===== src/videoPkg.sv =====
// Video source types: coordinate, colour, pattern, config and pixel structs, register offsets.
`default_nettype none

package videoPkg;

    // Plain vectors for widths with a meaning.
    typedef logic [11:0] coordT;     // Pixel coordinate or frame size.
    typedef logic [23:0] rgbT;       // Red [23:16], green [15:8], blue [7:0].
    typedef logic [7:0]  regOffsetT; // Byte offset of a host register.
    typedef logic [1:0]  axiRespT;   // AXI response code.

    // Pattern selection, written through bits 2:1 of the control register.
    typedef enum logic [1:0]
    {
        patSolid    = 2'd0, // Solid colour register.
        patGradient = 2'd1, // Red from column, green from row.
        patChecker  = 2'd2, // 8x8 black and white squares.
        patBars     = 2'd3  // Eight vertical colour bars, 16 pixels wide.
    } patternT;

    // Host configuration as seen by the position generator and pattern stage.
    typedef struct packed
    {
        logic    enable;
        patternT pattern;
        coordT   hActive; // Active width, zero acts as one.
        coordT   vActive; // Active height, zero acts as one.
        rgbT     solid;
    } videoCfgT;

    // Next position to be produced, with its frame and line markers.
    typedef struct packed
    {
        coordT hPos;
        coordT vPos;
        logic  frameStart; // First pixel of the frame.
        logic  lineEnd;    // Last column of the line.
    } pixelPosT;

    // One pixel on the output stream.
    typedef struct packed
    {
        rgbT  rgb;
        logic sof;
        logic eol;
    } videoPixelT;

    // Register map.
    localparam regOffsetT regCtrl       = 8'h00; // Bit 0 enable, bits 2:1 pattern.
    localparam regOffsetT regHActive    = 8'h04;
    localparam regOffsetT regVActive    = 8'h08;
    localparam regOffsetT regSolid      = 8'h0C;
    localparam regOffsetT regFrameCount = 8'h10; // Read-only.

    localparam axiRespT respOkay = 2'b00;

endpackage

`default_nettype wire


===== src/axiLiteRegs.sv =====
// AXI4-Lite slave with the configuration registers and the completed-frame counter.
`timescale 1ns/1ps
`default_nettype none

module axiLiteRegs
#(
    parameter int pAddrWidth = 5
)(
    input  wire logic                    iClk,
    input  wire logic                    rstN,
    // Write address and data.
    input  wire logic [pAddrWidth-1:0]   awAddr,
    input  wire logic                    awValid,
    output logic                         awReady,
    input  wire logic [31:0]             wData,
    input  wire logic [3:0]              wStrb,
    input  wire logic                    wValid,
    output logic                         wReady,
    // Write response.
    output videoPkg::axiRespT            bResp,
    output logic                         bValid,
    input  wire logic                    bReady,
    // Read address and data.
    input  wire logic [pAddrWidth-1:0]   arAddr,
    input  wire logic                    arValid,
    output logic                         arReady,
    output logic [31:0]                  rData,
    output videoPkg::axiRespT            rResp,
    output logic                         rValid,
    input  wire logic                    rReady,
    // Video side.
    input  wire logic                    frameDone,
    output videoPkg::videoCfgT           cfg
);

    logic                  awHeld;    // Write address captured.
    logic                  wHeld;     // Write data captured.
    logic [pAddrWidth-1:0] awAddrQ;
    logic [31:0]           wDataQ;
    logic [3:0]            wStrbQ;
    logic                  doWrite;   // Both halves present, response slot free.
    logic [31:0]           frameCount;

    // Word-aligned byte address.
    function automatic logic [pAddrWidth-1:0] wordAddr(input logic [pAddrWidth-1:0] addr);
        return {addr[pAddrWidth-1:2], 2'b00};
    endfunction

    // Byte-lane merge of new data into an old register value.
    function automatic logic [31:0] mergeStrb(input logic [31:0] old, input logic [31:0] data,
                                              input logic [3:0] strb);
        logic [31:0] merged;
        merged = old;
        for (int i = 0; i < 4; i++)
        begin
            if (strb[i])
                merged[8*i +: 8] = data[8*i +: 8];
        end
        return merged;
    endfunction

    assign awReady = !awHeld && !bValid; // One write in flight.
    assign wReady  = !wHeld && !bValid;
    assign doWrite = awHeld && wHeld && !bValid;
    assign bResp   = videoPkg::respOkay;
    assign arReady = !rValid;            // One read in flight.
    assign rResp   = videoPkg::respOkay;

    // Write channel handshake state.
    always_ff @(posedge iClk or negedge rstN)
    begin
        if (!rstN)
        begin
            awHeld <= 1'b0;
            wHeld  <= 1'b0;
            bValid <= 1'b0;
        end
        else
        begin
            if (awValid && awReady)
                awHeld <= 1'b1;
            else if (doWrite)
                awHeld <= 1'b0;
            if (wValid && wReady)
                wHeld <= 1'b1;
            else if (doWrite)
                wHeld <= 1'b0;
            if (doWrite)
                bValid <= 1'b1;        // Response with the register update.
            else if (bReady)
                bValid <= 1'b0;
        end
    end

    // Captured address and data.
    always_ff @(posedge iClk)
    begin
        if (awValid && awReady)
            awAddrQ <= awAddr;
        if (wValid && wReady)
        begin
            wDataQ <= wData;
            wStrbQ <= wStrb;
        end
    end

    // Configuration registers.
    always_ff @(posedge iClk or negedge rstN)
    begin
        if (!rstN)
        begin
            cfg <= '0;
        end
        else if (doWrite)
        begin
            case (wordAddr(awAddrQ))
                pAddrWidth'(videoPkg::regCtrl):
                begin
                    if (wStrbQ[0])
                    begin
                        cfg.enable  <= wDataQ[0];
                        cfg.pattern <= videoPkg::patternT'(wDataQ[2:1]);
                    end
                end
                pAddrWidth'(videoPkg::regHActive):
                    cfg.hActive <= videoPkg::coordT'(mergeStrb(32'(cfg.hActive), wDataQ, wStrbQ));
                pAddrWidth'(videoPkg::regVActive):
                    cfg.vActive <= videoPkg::coordT'(mergeStrb(32'(cfg.vActive), wDataQ, wStrbQ));
                pAddrWidth'(videoPkg::regSolid):
                    cfg.solid <= videoPkg::rgbT'(mergeStrb(32'(cfg.solid), wDataQ, wStrbQ));
                default: ; // Frame count is read-only, the rest unmapped.
            endcase
        end
    end

    // Completed frames.
    always_ff @(posedge iClk or negedge rstN)
    begin
        if (!rstN)
            frameCount <= '0;
        else if (frameDone)
            frameCount <= frameCount + 32'd1;
    end

    // Read channel handshake.
    always_ff @(posedge iClk or negedge rstN)
    begin
        if (!rstN)
            rValid <= 1'b0;
        else if (arValid && arReady)
            rValid <= 1'b1;
        else if (rReady)
            rValid <= 1'b0;
    end

    // Read data mux, zero at unmapped offsets.
    always_ff @(posedge iClk)
    begin
        if (arValid && arReady)
        begin
            case (wordAddr(arAddr))
                pAddrWidth'(videoPkg::regCtrl):       rData <= {29'd0, cfg.pattern, cfg.enable};
                pAddrWidth'(videoPkg::regHActive):    rData <= 32'(cfg.hActive);
                pAddrWidth'(videoPkg::regVActive):    rData <= 32'(cfg.vActive);
                pAddrWidth'(videoPkg::regSolid):      rData <= 32'(cfg.solid);
                pAddrWidth'(videoPkg::regFrameCount): rData <= frameCount;
                default:                              rData <= '0;
            endcase
        end
    end

    // Host must see the response until it takes it.
    assert property (@(posedge iClk) disable iff (!rstN) bValid && !bReady |=> bValid)
        else $error("bValid dropped before bReady.");

endmodule

`default_nettype wire


===== src/pixelPosGen.sv =====
// Active-area position counters with frame-start size latch, line-end and frame-done flags.
`timescale 1ns/1ps
`default_nettype none

module pixelPosGen
#(
    parameter int pCoordWidth = 12
)(
    input  wire logic               iClk,
    input  wire logic               rstN,
    input  wire videoPkg::videoCfgT cfg,
    input  wire logic               advance,   // Clock enable from the pattern stage.
    output videoPkg::pixelPosT      pos,
    output logic                    frameDone  // One cycle after the last pixel.
);

    logic [pCoordWidth-1:0] hCnt;
    logic [pCoordWidth-1:0] vCnt;
    logic [pCoordWidth-1:0] hLive;     // Register sizes with zero taken as one.
    logic [pCoordWidth-1:0] vLive;
    logic [pCoordWidth-1:0] hLatch;    // Sizes held for the current frame.
    logic [pCoordWidth-1:0] vLatch;
    logic [pCoordWidth-1:0] hSize;
    logic [pCoordWidth-1:0] vSize;
    logic                   atOrigin;
    logic                   lastCol;
    logic                   lastRow;

    assign hLive    = (pCoordWidth'(cfg.hActive) == '0) ? pCoordWidth'(1) : pCoordWidth'(cfg.hActive);
    assign vLive    = (pCoordWidth'(cfg.vActive) == '0) ? pCoordWidth'(1) : pCoordWidth'(cfg.vActive);
    assign atOrigin = (hCnt == '0) && (vCnt == '0);
    assign hSize    = atOrigin ? hLive : hLatch; // Live size until the first pixel leaves.
    assign vSize    = atOrigin ? vLive : vLatch;
    assign lastCol  = (hCnt == hSize - 1'b1);
    assign lastRow  = (vCnt == vSize - 1'b1);

    // Frame size follows the registers only while parked at the origin.
    always_ff @(posedge iClk or negedge rstN)
    begin
        if (!rstN)
        begin
            hLatch <= pCoordWidth'(1);
            vLatch <= pCoordWidth'(1);
        end
        else if (atOrigin)
        begin
            hLatch <= hLive;
            vLatch <= vLive;
        end
    end

    // Raster counters.
    always_ff @(posedge iClk or negedge rstN)
    begin
        if (!rstN)
        begin
            hCnt <= '0;
            vCnt <= '0;
        end
        else if (advance)
        begin
            hCnt <= lastCol ? '0 : hCnt + 1'b1;
            if (lastCol)
                vCnt <= lastRow ? '0 : vCnt + 1'b1; // Next line or wrap.
        end
    end

    always_ff @(posedge iClk or negedge rstN)
    begin
        if (!rstN)
            frameDone <= 1'b0;
        else
            frameDone <= advance && lastCol && lastRow;
    end

    always_comb
    begin
        pos.hPos       = videoPkg::coordT'(hCnt);
        pos.vPos       = videoPkg::coordT'(vCnt);
        pos.frameStart = atOrigin;
        pos.lineEnd    = lastCol;
    end

    // Counters never leave the frame in use.
    assert property (@(posedge iClk) disable iff (!rstN) (hCnt < hSize) && (vCnt < vSize))
        else $error("Position outside latched frame size.");

endmodule

`default_nettype wire


===== src/patternGen.sv =====
// Pattern stage with colour selection per position and the registered valid/ready pixel output.
`timescale 1ns/1ps
`default_nettype none

module patternGen
(
    input  wire logic               iClk,
    input  wire logic               rstN,
    input  wire videoPkg::videoCfgT cfg,
    input  wire videoPkg::pixelPosT pos,
    output logic                    advance,    // Take pos this cycle.
    output videoPkg::videoPixelT    pixel,
    output logic                    pixelValid,
    input  wire logic               pixelReady
);

    videoPkg::rgbT nextRgb;

    // Colour of one position for the selected pattern.
    function automatic videoPkg::rgbT patternColor(input videoPkg::patternT pattern,
                                                   input videoPkg::pixelPosT p,
                                                   input videoPkg::rgbT solid);
        logic [2:0]    barIdx;
        videoPkg::rgbT color;
        barIdx = p.hPos[6:4]; // 16-pixel bars.
        case (pattern)
            videoPkg::patGradient:
                color = {p.hPos[7:0], p.vPos[7:0], 8'h00};
            videoPkg::patChecker:
                color = (p.hPos[3] ^ p.vPos[3]) ? 24'hFF_FFFF : 24'h00_0000;
            videoPkg::patBars:
                color = {{8{barIdx[2]}}, {8{barIdx[1]}}, {8{barIdx[0]}}};
            default:
                color = solid;
        endcase
        return color;
    endfunction

    // Output slot free or draining this edge.
    assign advance = cfg.enable && (!pixelValid || pixelReady);
    assign nextRgb = patternColor(cfg.pattern, pos, cfg.solid);

    always_ff @(posedge iClk or negedge rstN)
    begin
        if (!rstN)
            pixelValid <= 1'b0;
        else if (advance)
            pixelValid <= 1'b1;
        else if (pixelReady)
            pixelValid <= 1'b0; // Last pixel taken and nothing new.
    end

    // Pixel payload held under stall.
    always_ff @(posedge iClk)
    begin
        if (advance)
        begin
            pixel.rgb <= nextRgb;
            pixel.sof <= pos.frameStart;
            pixel.eol <= pos.lineEnd;
        end
    end

    // Stream rule at the output.
    assert property (@(posedge iClk) disable iff (!rstN)
                     pixelValid && !pixelReady |=> pixelValid && $stable(pixel))
        else $error("Pixel changed while stalled.");

endmodule

`default_nettype wire


===== src/videoTestSource.sv =====
// Top level: register block, position generator and pattern stage.
`timescale 1ns/1ps
`default_nettype none

module videoTestSource
#(
    parameter int pCoordWidth = 12,
    parameter int pAddrWidth  = 5
)(
    input  wire logic                  iClk,
    input  wire logic                  rstN,
    // AXI4-Lite slave.
    input  wire logic [pAddrWidth-1:0] awAddr,
    input  wire logic                  awValid,
    output logic                       awReady,
    input  wire logic [31:0]           wData,
    input  wire logic [3:0]            wStrb,
    input  wire logic                  wValid,
    output logic                       wReady,
    output videoPkg::axiRespT          bResp,
    output logic                       bValid,
    input  wire logic                  bReady,
    input  wire logic [pAddrWidth-1:0] arAddr,
    input  wire logic                  arValid,
    output logic                       arReady,
    output logic [31:0]                rData,
    output videoPkg::axiRespT          rResp,
    output logic                       rValid,
    input  wire logic                  rReady,
    // Pixel stream.
    output videoPkg::videoPixelT       pixel,
    output logic                       pixelValid,
    input  wire logic                  pixelReady
);

    videoPkg::videoCfgT cfg;       // Host configuration.
    videoPkg::pixelPosT pos;       // Next position.
    logic               advance;   // Stream-driven clock enable.
    logic               frameDone;

    axiLiteRegs #(.pAddrWidth(pAddrWidth)) uRegs
    (
        .iClk(iClk), .rstN(rstN),
        .awAddr(awAddr), .awValid(awValid), .awReady(awReady),
        .wData(wData), .wStrb(wStrb), .wValid(wValid), .wReady(wReady),
        .bResp(bResp), .bValid(bValid), .bReady(bReady),
        .arAddr(arAddr), .arValid(arValid), .arReady(arReady),
        .rData(rData), .rResp(rResp), .rValid(rValid), .rReady(rReady),
        .frameDone(frameDone), .cfg(cfg)
    );

    pixelPosGen #(.pCoordWidth(pCoordWidth)) uPosGen
    (
        .iClk(iClk), .rstN(rstN),
        .cfg(cfg), .advance(advance),
        .pos(pos), .frameDone(frameDone)
    );

    patternGen uPattern
    (
        .iClk(iClk), .rstN(rstN),
        .cfg(cfg), .pos(pos), .advance(advance),
        .pixel(pixel), .pixelValid(pixelValid), .pixelReady(pixelReady)
    );

endmodule

`default_nettype wire


===== config.mk =====
export PLATFORM = sky130hd
export DESIGN_NAME = videoTestSource
export DESIGN_NICKNAME = d
export VERILOG_FILES = /design/src/videoPkg.sv /design/src/axiLiteRegs.sv /design/src/pixelPosGen.sv /design/src/patternGen.sv /design/src/videoTestSource.sv
export SDC_FILE = /design/constraint.sdc
export NUM_CORES = 1
export LEC_CHECK = 0
export BUFFER_PORTS_ARGS = -buffer_cell sky130_fd_sc_hd__buf_2
export CAP_MARGIN = 20
export CORE_MARGIN = 2
export CORE_UTILIZATION = 59
export DETAILED_ROUTE_END_ITERATION = 16
export PLACE_DENSITY = 0.8
export SLEW_MARGIN = 20
export SYNTH_ARGS = -nofsm -noshare
export SYNTH_HDL_FRONTEND = slang
export SYNTH_HIERARCHICAL = 1
export SYNTH_SLANG_ARGS = --single-unit

===== constraint.sdc =====
create_clock -name iClk -period 6.65 [get_ports iClk]
set_clock_uncertainty 0.1 [all_clocks]
set_input_delay 0 -clock iClk [delete_from_list [all_inputs] [get_ports iClk]]
set_output_delay 0 -clock iClk [all_outputs]
set_load 0.05 [all_outputs]

Yosys cells after proc, flatten, opt, wreduce, memory -nomap -nowiden
Index checks and enable logic that the tools add are counted.
{ "word_totals": {"regBits": 227, "word_cells": 100} }
{ "op_classes": {"eq_ne": 12, "addsub": 5, "bitwise_logic": 1, "reduce_logical": 37, "muxes": 18} }
{ "op_table": {"columns": ["cell", "count"], "rows": [
  ["$pmux 32 s5", 1],
  ["$mux 12", 6],
  ["$pmux 24 s3", 1],
  ["$logic_not 12->1", 4],
  ["$add 32x1->32 const B", 1],
  ["$add 12x1->12 const B", 2],
  ["$eq 12x12->1", 2],
  ["$mux 24", 1],
  ["$reduce_and 3->1", 8],
  ["$sub 12x1->12 const B", 2],
  ["$eq 3x2->1 const B", 4],
  ["$logic_and 1x1->1", 11],
  ["$reduce_bool 2->1", 5],
  ["$mux 1", 9],
  ["$eq 3x1->1 const B", 2],
  ["$logic_not 3->1", 2],
  ["$logic_not 1->1", 5],
  ["$eq 2x2->1 const B", 2],
  ["$eq 3x3->1 const B", 1],
  ["$eq 2x1->1 const B", 1],
  ["$reduce_and 2->1", 1],
  ["$logic_or 1x1->1", 1],
  ["$xor 1x1->1", 1]
]} }

Depth between registers and ports, before layout
{ "logic_depth": {"ltp_word": 7, "ltp_mapped": 21, "depth_no_buf": 17} }

Cells and area by module
Netlist, hierarchy kept.
{ "modules_own_cells": {"columns": ["mod", "instances", "seq_area_each_um2", "cells_each", "area_per_inst_um2"], "rows": [
  ["axiLiteRegs", 1, 4038.9, 397, 6002.0],
  ["pixelPosGen", 1, 1228.7, 458, 3796.1],
  ["patternGen", 1, 805.8, 84, 1258.7]
]} }

Worst setup path after synthesis
Ideal clock, no wire load.
{ "synth_path": {"path_type": "register to register", "from": "register uPosGen.vCnt[0]", "to": "register uPosGen.vCnt[7]", "path_buffers": 5, "path_stages_with_launch": 22, "setup_time_ps": 121, "synth_period_minus_slack_ps": 4650, "arrival_time_ps": 4429, "slack_ps": 2000, "required_time_ps": 6429, "path_cell_list": "dfrtp_1 > inv_1 > ha_1 > nor4bb_1 > and4_1 > buf_4 > nand2_2 > buf_2 > buf_1 > mux2i_1 > ha_1 > or3b_2 > clkbuf_1 > o21ai_0 > nor4b_1 > nor3_1 > nand4b_1 > a211oi_4 > and2_2 > buf_6 > a21oi_1 > o22a_1"} }
{ "synth_between": {"elab_chain_len": 6, "elab_cells_between_ends": 11} }
{ "synth_rtl": {"columns": ["element", "line_no", "source"], "rows": [
  ["start, declared", "pixelPosGen.sv:18", "logic [pCoordWidth-1:0] vCnt;"],
  ["start signal, assigned", "pixelPosGen.sv:64", "vCnt <= lastRow ? '0 : vCnt + 1'b1;"],
  ["$logic_not 12->1", "pixelPosGen.sv:31", "assign atOrigin = (hCnt == '0) && (vCnt == '0);"],
  ["$logic_and 1x1->1", "pixelPosGen.sv:31", null],
  ["$mux 12", null, null],
  ["$sub 12x1->12", "pixelPosGen.sv:34", "assign lastCol = (hCnt == hSize - 1'b1);"],
  ["$eq 12x12->1", "pixelPosGen.sv:34", null],
  ["named net uPosGen.lastCol", "pixelPosGen.sv:26", "logic lastCol;"],
  ["$reduce_and 2->1 (no line)", null, null]
]} }
The timed path passes the listed nets, and every way through them passes these cells.
A chain may end at the register's enable or synchronous reset.

Worst setup path after layout
{ "layout_path": {"from": "register uPosGen.vCnt[0]", "to": "register uPosGen.vCnt[5]"} }
{ "layout_between": {"elab_chain_len": 6, "elab_cells_between_ends": 11} }
{ "layout_rtl": {"columns": ["element", "line_no"], "rows": [
  ["$logic_not 12->1", "pixelPosGen.sv:31"],
  ["$logic_and 1x1->1", "pixelPosGen.sv:31"],
  ["$mux 12 (on tied branches)", null],
  ["$sub 12x1->12 (on tied branches)", "pixelPosGen.sv:35, pixelPosGen.sv:34"],
  ["$eq 12x12->1 (on tied branches)", "pixelPosGen.sv:35, pixelPosGen.sv:34"],
  ["$mux 12 / $reduce_and 2->1 (equally long branches)", null]
]} }
Parallel ways exist; a longest one is shown, timed or not.

==> flow_metrics.env <==
export IMPL_finalPower_uw=4930
export IMPL_start_kind="flop"
export IMPL_cts_buffer_depth=3
export IMPL_cp_max_fo=17
export IMPL_cellLeakagePower_uw=0.00560
export IMPL_crit_family="simple AND/OR/NAND/NOR gates"
export IMPL_grt_max_degree=76
export IMPL_wl_um=27800
export IMPL_ys_flop_type="dfrtp_1"
export IMPL_cts_resized_gates=0
export IMPL_port_buffers=104
export IMPL_rows=50
export IMPL_end_kind="flop"
export IMPL_nets=1136
export IMPL_syn_inst=939
export IMPL_root_buffer="clkbuf_16"
export IMPL_vias=8281
export IMPL_tns_ns=0
export IMPL_rsz0062_at_grt="false"
export IMPL_start_util_pct=59.7
export IMPL_wl_per_cell_um=20.9
export IMPL_detail_route_vias_per_cell=6.24
export IMPL_synth_top_area_share_pct=30.6
export IMPL_drtIter0Drc=880
export IMPL_tightest_slew_ns=0.960
export IMPL_crit_slowest_cell="and4_1"
export IMPL_slew_viol_final=0
export IMPL_die_x_um=141
export IMPL_period_needed_ns=5.64
export IMPL_crit_path_cell_trace="inv_1 -> ha_1 -> nor4bb_1 -> and4_1 -> and3_1 -> or2_2 -> ha_1 -> or3b_2 -> o41ai_1 -> and2_1 -> a221o_1 -> o211ai_1 -> nor4_2 -> and3_1 -> nand2_4 -> o31ai_2"
export IMPL_coreArea_um2=18500
export IMPL_synth_warnings=6
export IMPL_dp_hpwl_um=18100
export IMPL_peakVddDrop_uv=303
export IMPL_numCtsBuffers=24
export IMPL_antennaDiodeCount=0
export IMPL_ios=122
export IMPL_slowest_delay_ns=0.76
export IMPL_fmax_mhz=177
export IMPL_final_util_pct=69.8
export IMPL_power_density_nw_per_um2=381
export IMPL_synthTopCellsByArea="dfrtp_1 (31%), edfxtp_1 (24%), mux2_2 (5.8%)"
export IMPL_worst_skew_pair_late_latency_ns=0.52
export IMPL_finalCritPeriodShare_pct=84.9
export IMPL_synth_cell_types=86
export IMPL_grt_pass1_vias=8013
export IMPL_hold_viol_final=0
export IMPL_final_layout_size_suffix_gt1_share_pct=23.1
export IMPL_die_h_um=141
export IMPL_ant_nets=0
export IMPL_cts_sinks=225
export IMPL_yosys_area_top_type="dfrtp_1"
export IMPL_cts_max_level=1
export IMPL_gp_congestion=0.886
export IMPL_cts_tree="yes"
export IMPL_outcome="complete, no violations"
export IMPL_grt_ovfl_total=0
export IMPL_hold_path_class="input port to flop"
export IMPL_path_class="flop to flop"
export IMPL_area_growth_pct=16.8
export IMPL_synth_edf_count=88
export IMPL_route_detailed_drc=0
export IMPL_syn_area_um2=11100
export IMPL_grt_usage_pct=27.9
export IMPL_setup_viol=0
export IMPL_grt_pass1_wl_um=43400
export IMPL_cp_data_arrival_time_ns=5.98
export IMPL_antenna_found_initial=0
export IMPL_clk_pin_slew_ns=0.06
export IMPL_worst_r2r_path_depth=16
export IMPL_async_flop_share_pct=60.9
export IMPL_hold_ws_ns=0.0903
export IMPL_cp_num_buf_inv=1
export IMPL_crit_cells=16
export IMPL_firstDrtPassIters=5
export IMPL_syn_area_per_cell_um2=11.8
export IMPL_synth_seq_cells=225
export IMPL_synth_yosys_seq_area_share_pct=54.9
export IMPL_hold_path_depth=2
export IMPL_relSlewSlack_pct=36.0
export IMPL_worst_ep_required_time_ns=6.98
export IMPL_die_area_um2=19900
export IMPL_max_cap_violations=0
[through the flow]
stage	std cells	instance area, µm²	worst slack [ns]
6_report	1327	12900	1.01
3_3_place_gp	1242	11700	1.27
2_1_floorplan	942	11100	2.00
3_5_place_dp	1242	11700	1.21
4_1_cts	1327	12900	1.18
5_1_grt	1327	12900	0.731
[power breakdown]
group          leakage, µW  switching [µW]  internal (µW)
combinational      0.00256             894            507
sequential         0.00265             367           1820
clock             0.000387             525            815
[per-layer routing]
metal	global-route usage, %	vias to the layer above	wire (µm)
met5	0	-	0
met4	8.32	0	796
met3	4.04	69	2050
met2	46.1	368	13300
met1	38.9	4088	11700
li1	-	3756	-
[cell type report]
type | instances | area (µm²)
Inverter | 20 | 75.1
Clock buffer | 34 | 669
Sequential cell | 225 | 6070
Tap cell | 234 | 293
Timing Repair Buffer | 152 | 1010
Clock inverter | 10 | 121
Fill cell | 1309 | 5600
Multi-Input combinational cell | 652 | 4680
[cells in the final DEF (no fill, tap or decap), types with 8 or more instances in the layout]
cell type	count
a21oi_1	21
o21ai_0	31
and2_1	11
nand2_1	72
o22ai_1	12
nor3_1	17
nand4_1	24
xnor2_1	42
a22o_1	12
mux2_2	57
xor2_1	22
clkbuf_1	8
o211ai_1	10
a21o_2	8
nand2b_1	20
clkbuf_16	25
nand3_1	27
and3_1	19
nor2_1	46
inv_1	19
edfxtp_1	88
mux2i_1	30
or3_1	9
nor4_1	15
dfrtp_1	135
buf_2	103
a22oi_1	20
dlygate4sd3_1	40
[cells in the mapped netlist, drive strengths merged (8+ instances only)]
cell type  instances
o21ai             34
mux2              57
buf               26
or3                9
nand4b             8
o22ai             12
o211ai            12
inv               20
a21o              10
and2              12
edfxtp            88
nor2b              8
and3              19
xnor2             42
a22o              12
nand3             28
mux2i             30
nor3              17
clkbuf            19
nor4              19
nand2b            20
xor2              23
nand2             74
dfrtp            135
nand4             27
nor2              51
a21oi             21
a22oi             20
[state kept, by name, indices dropped and copies added (netlist names)]
register,cells
uRegs/wHeld,1
uRegs/awHeld,1
uPattern/pixel,26
uRegs/awAddrQ,3
uRegs/rValid,1
uPosGen/hLatch,12
uPattern/pixelValid,1
uRegs/frameCount,32
uRegs/wDataQ,24
uRegs/cfg,51
uRegs/wStrbQ,3
uPosGen/hCnt,12
uPosGen/frameDone,1
uRegs/bValid,1
uPosGen/vCnt,12
uRegs/rData,32
uPosGen/vLatch,12
[repair_timing]
item,CTS,global route
hold endpoints to repair,119,0
buffers inserted,0,0
hold buffers,41,0
endpoints found under the setup margin,0,0
[path summary, 6_finish.rpt]
check                                       startpoint                     endpoint  slack [ns]
max in group asynchronous                         rstN  uPosGen/hCnt[3]$_DFFE_PN0P_        5.04
hold / removal                                wData[4]    uRegs/wDataQ[4]$_DFFE_PP_        0.09
setup reg to reg           uPosGen/vCnt[0]$_DFFE_PN0P_  uPosGen/vCnt[5]$_DFFE_PN0P_        1.01
hold reg to reg             uRegs/wDataQ[14]$_DFFE_PP_    uRegs/cfg[14]$_DFFE_PN0P_        0.38
min in group asynchronous                         rstN    uRegs/cfg[23]$_DFFE_PN0P_        0.49
setup / recovery           uPosGen/vCnt[0]$_DFFE_PN0P_  uPosGen/vCnt[5]$_DFFE_PN0P_        1.01
[worst reg2reg max path, stage by stage (launching register included)]
cell      delay, ns
dfrtp_1        0.48
inv_1          0.18
ha_1           0.19
nor4bb_1       0.34
and4_1         0.76
and3_1         0.31
or2_2          0.13
ha_1           0.22
or3b_2         0.52
o41ai_1        0.40
and2_1         0.18
a221o_1        0.13
o211ai_1       0.11
nor4_2         0.57
and3_1         0.57
nand2_4        0.14
o31ai_2        0.23
[logic make-up (layout without fill, tap and decap cells)]
| group | Yosys count | in the layout | synth area share (%) |
|---|---|---|---|
| DFF | 225 | 225 | 54.9 |
| and+or+nand+nor | 323 | 323 | 16.6 |
| other | 1 | 4 | 0.0339 |
| adders and majority gates | 7 | 7 | 0.792 |
| muxes | 87 | 87 | 8.52 |
| buffers and inverters | 65 | 216 | 2.90 |
| xor gates and xnor gates | 66 | 66 | 5.42 |
| AOI/OAI and AO/OA | 165 | 165 | 10.8 |
Power figures use the tool's default switching activity.
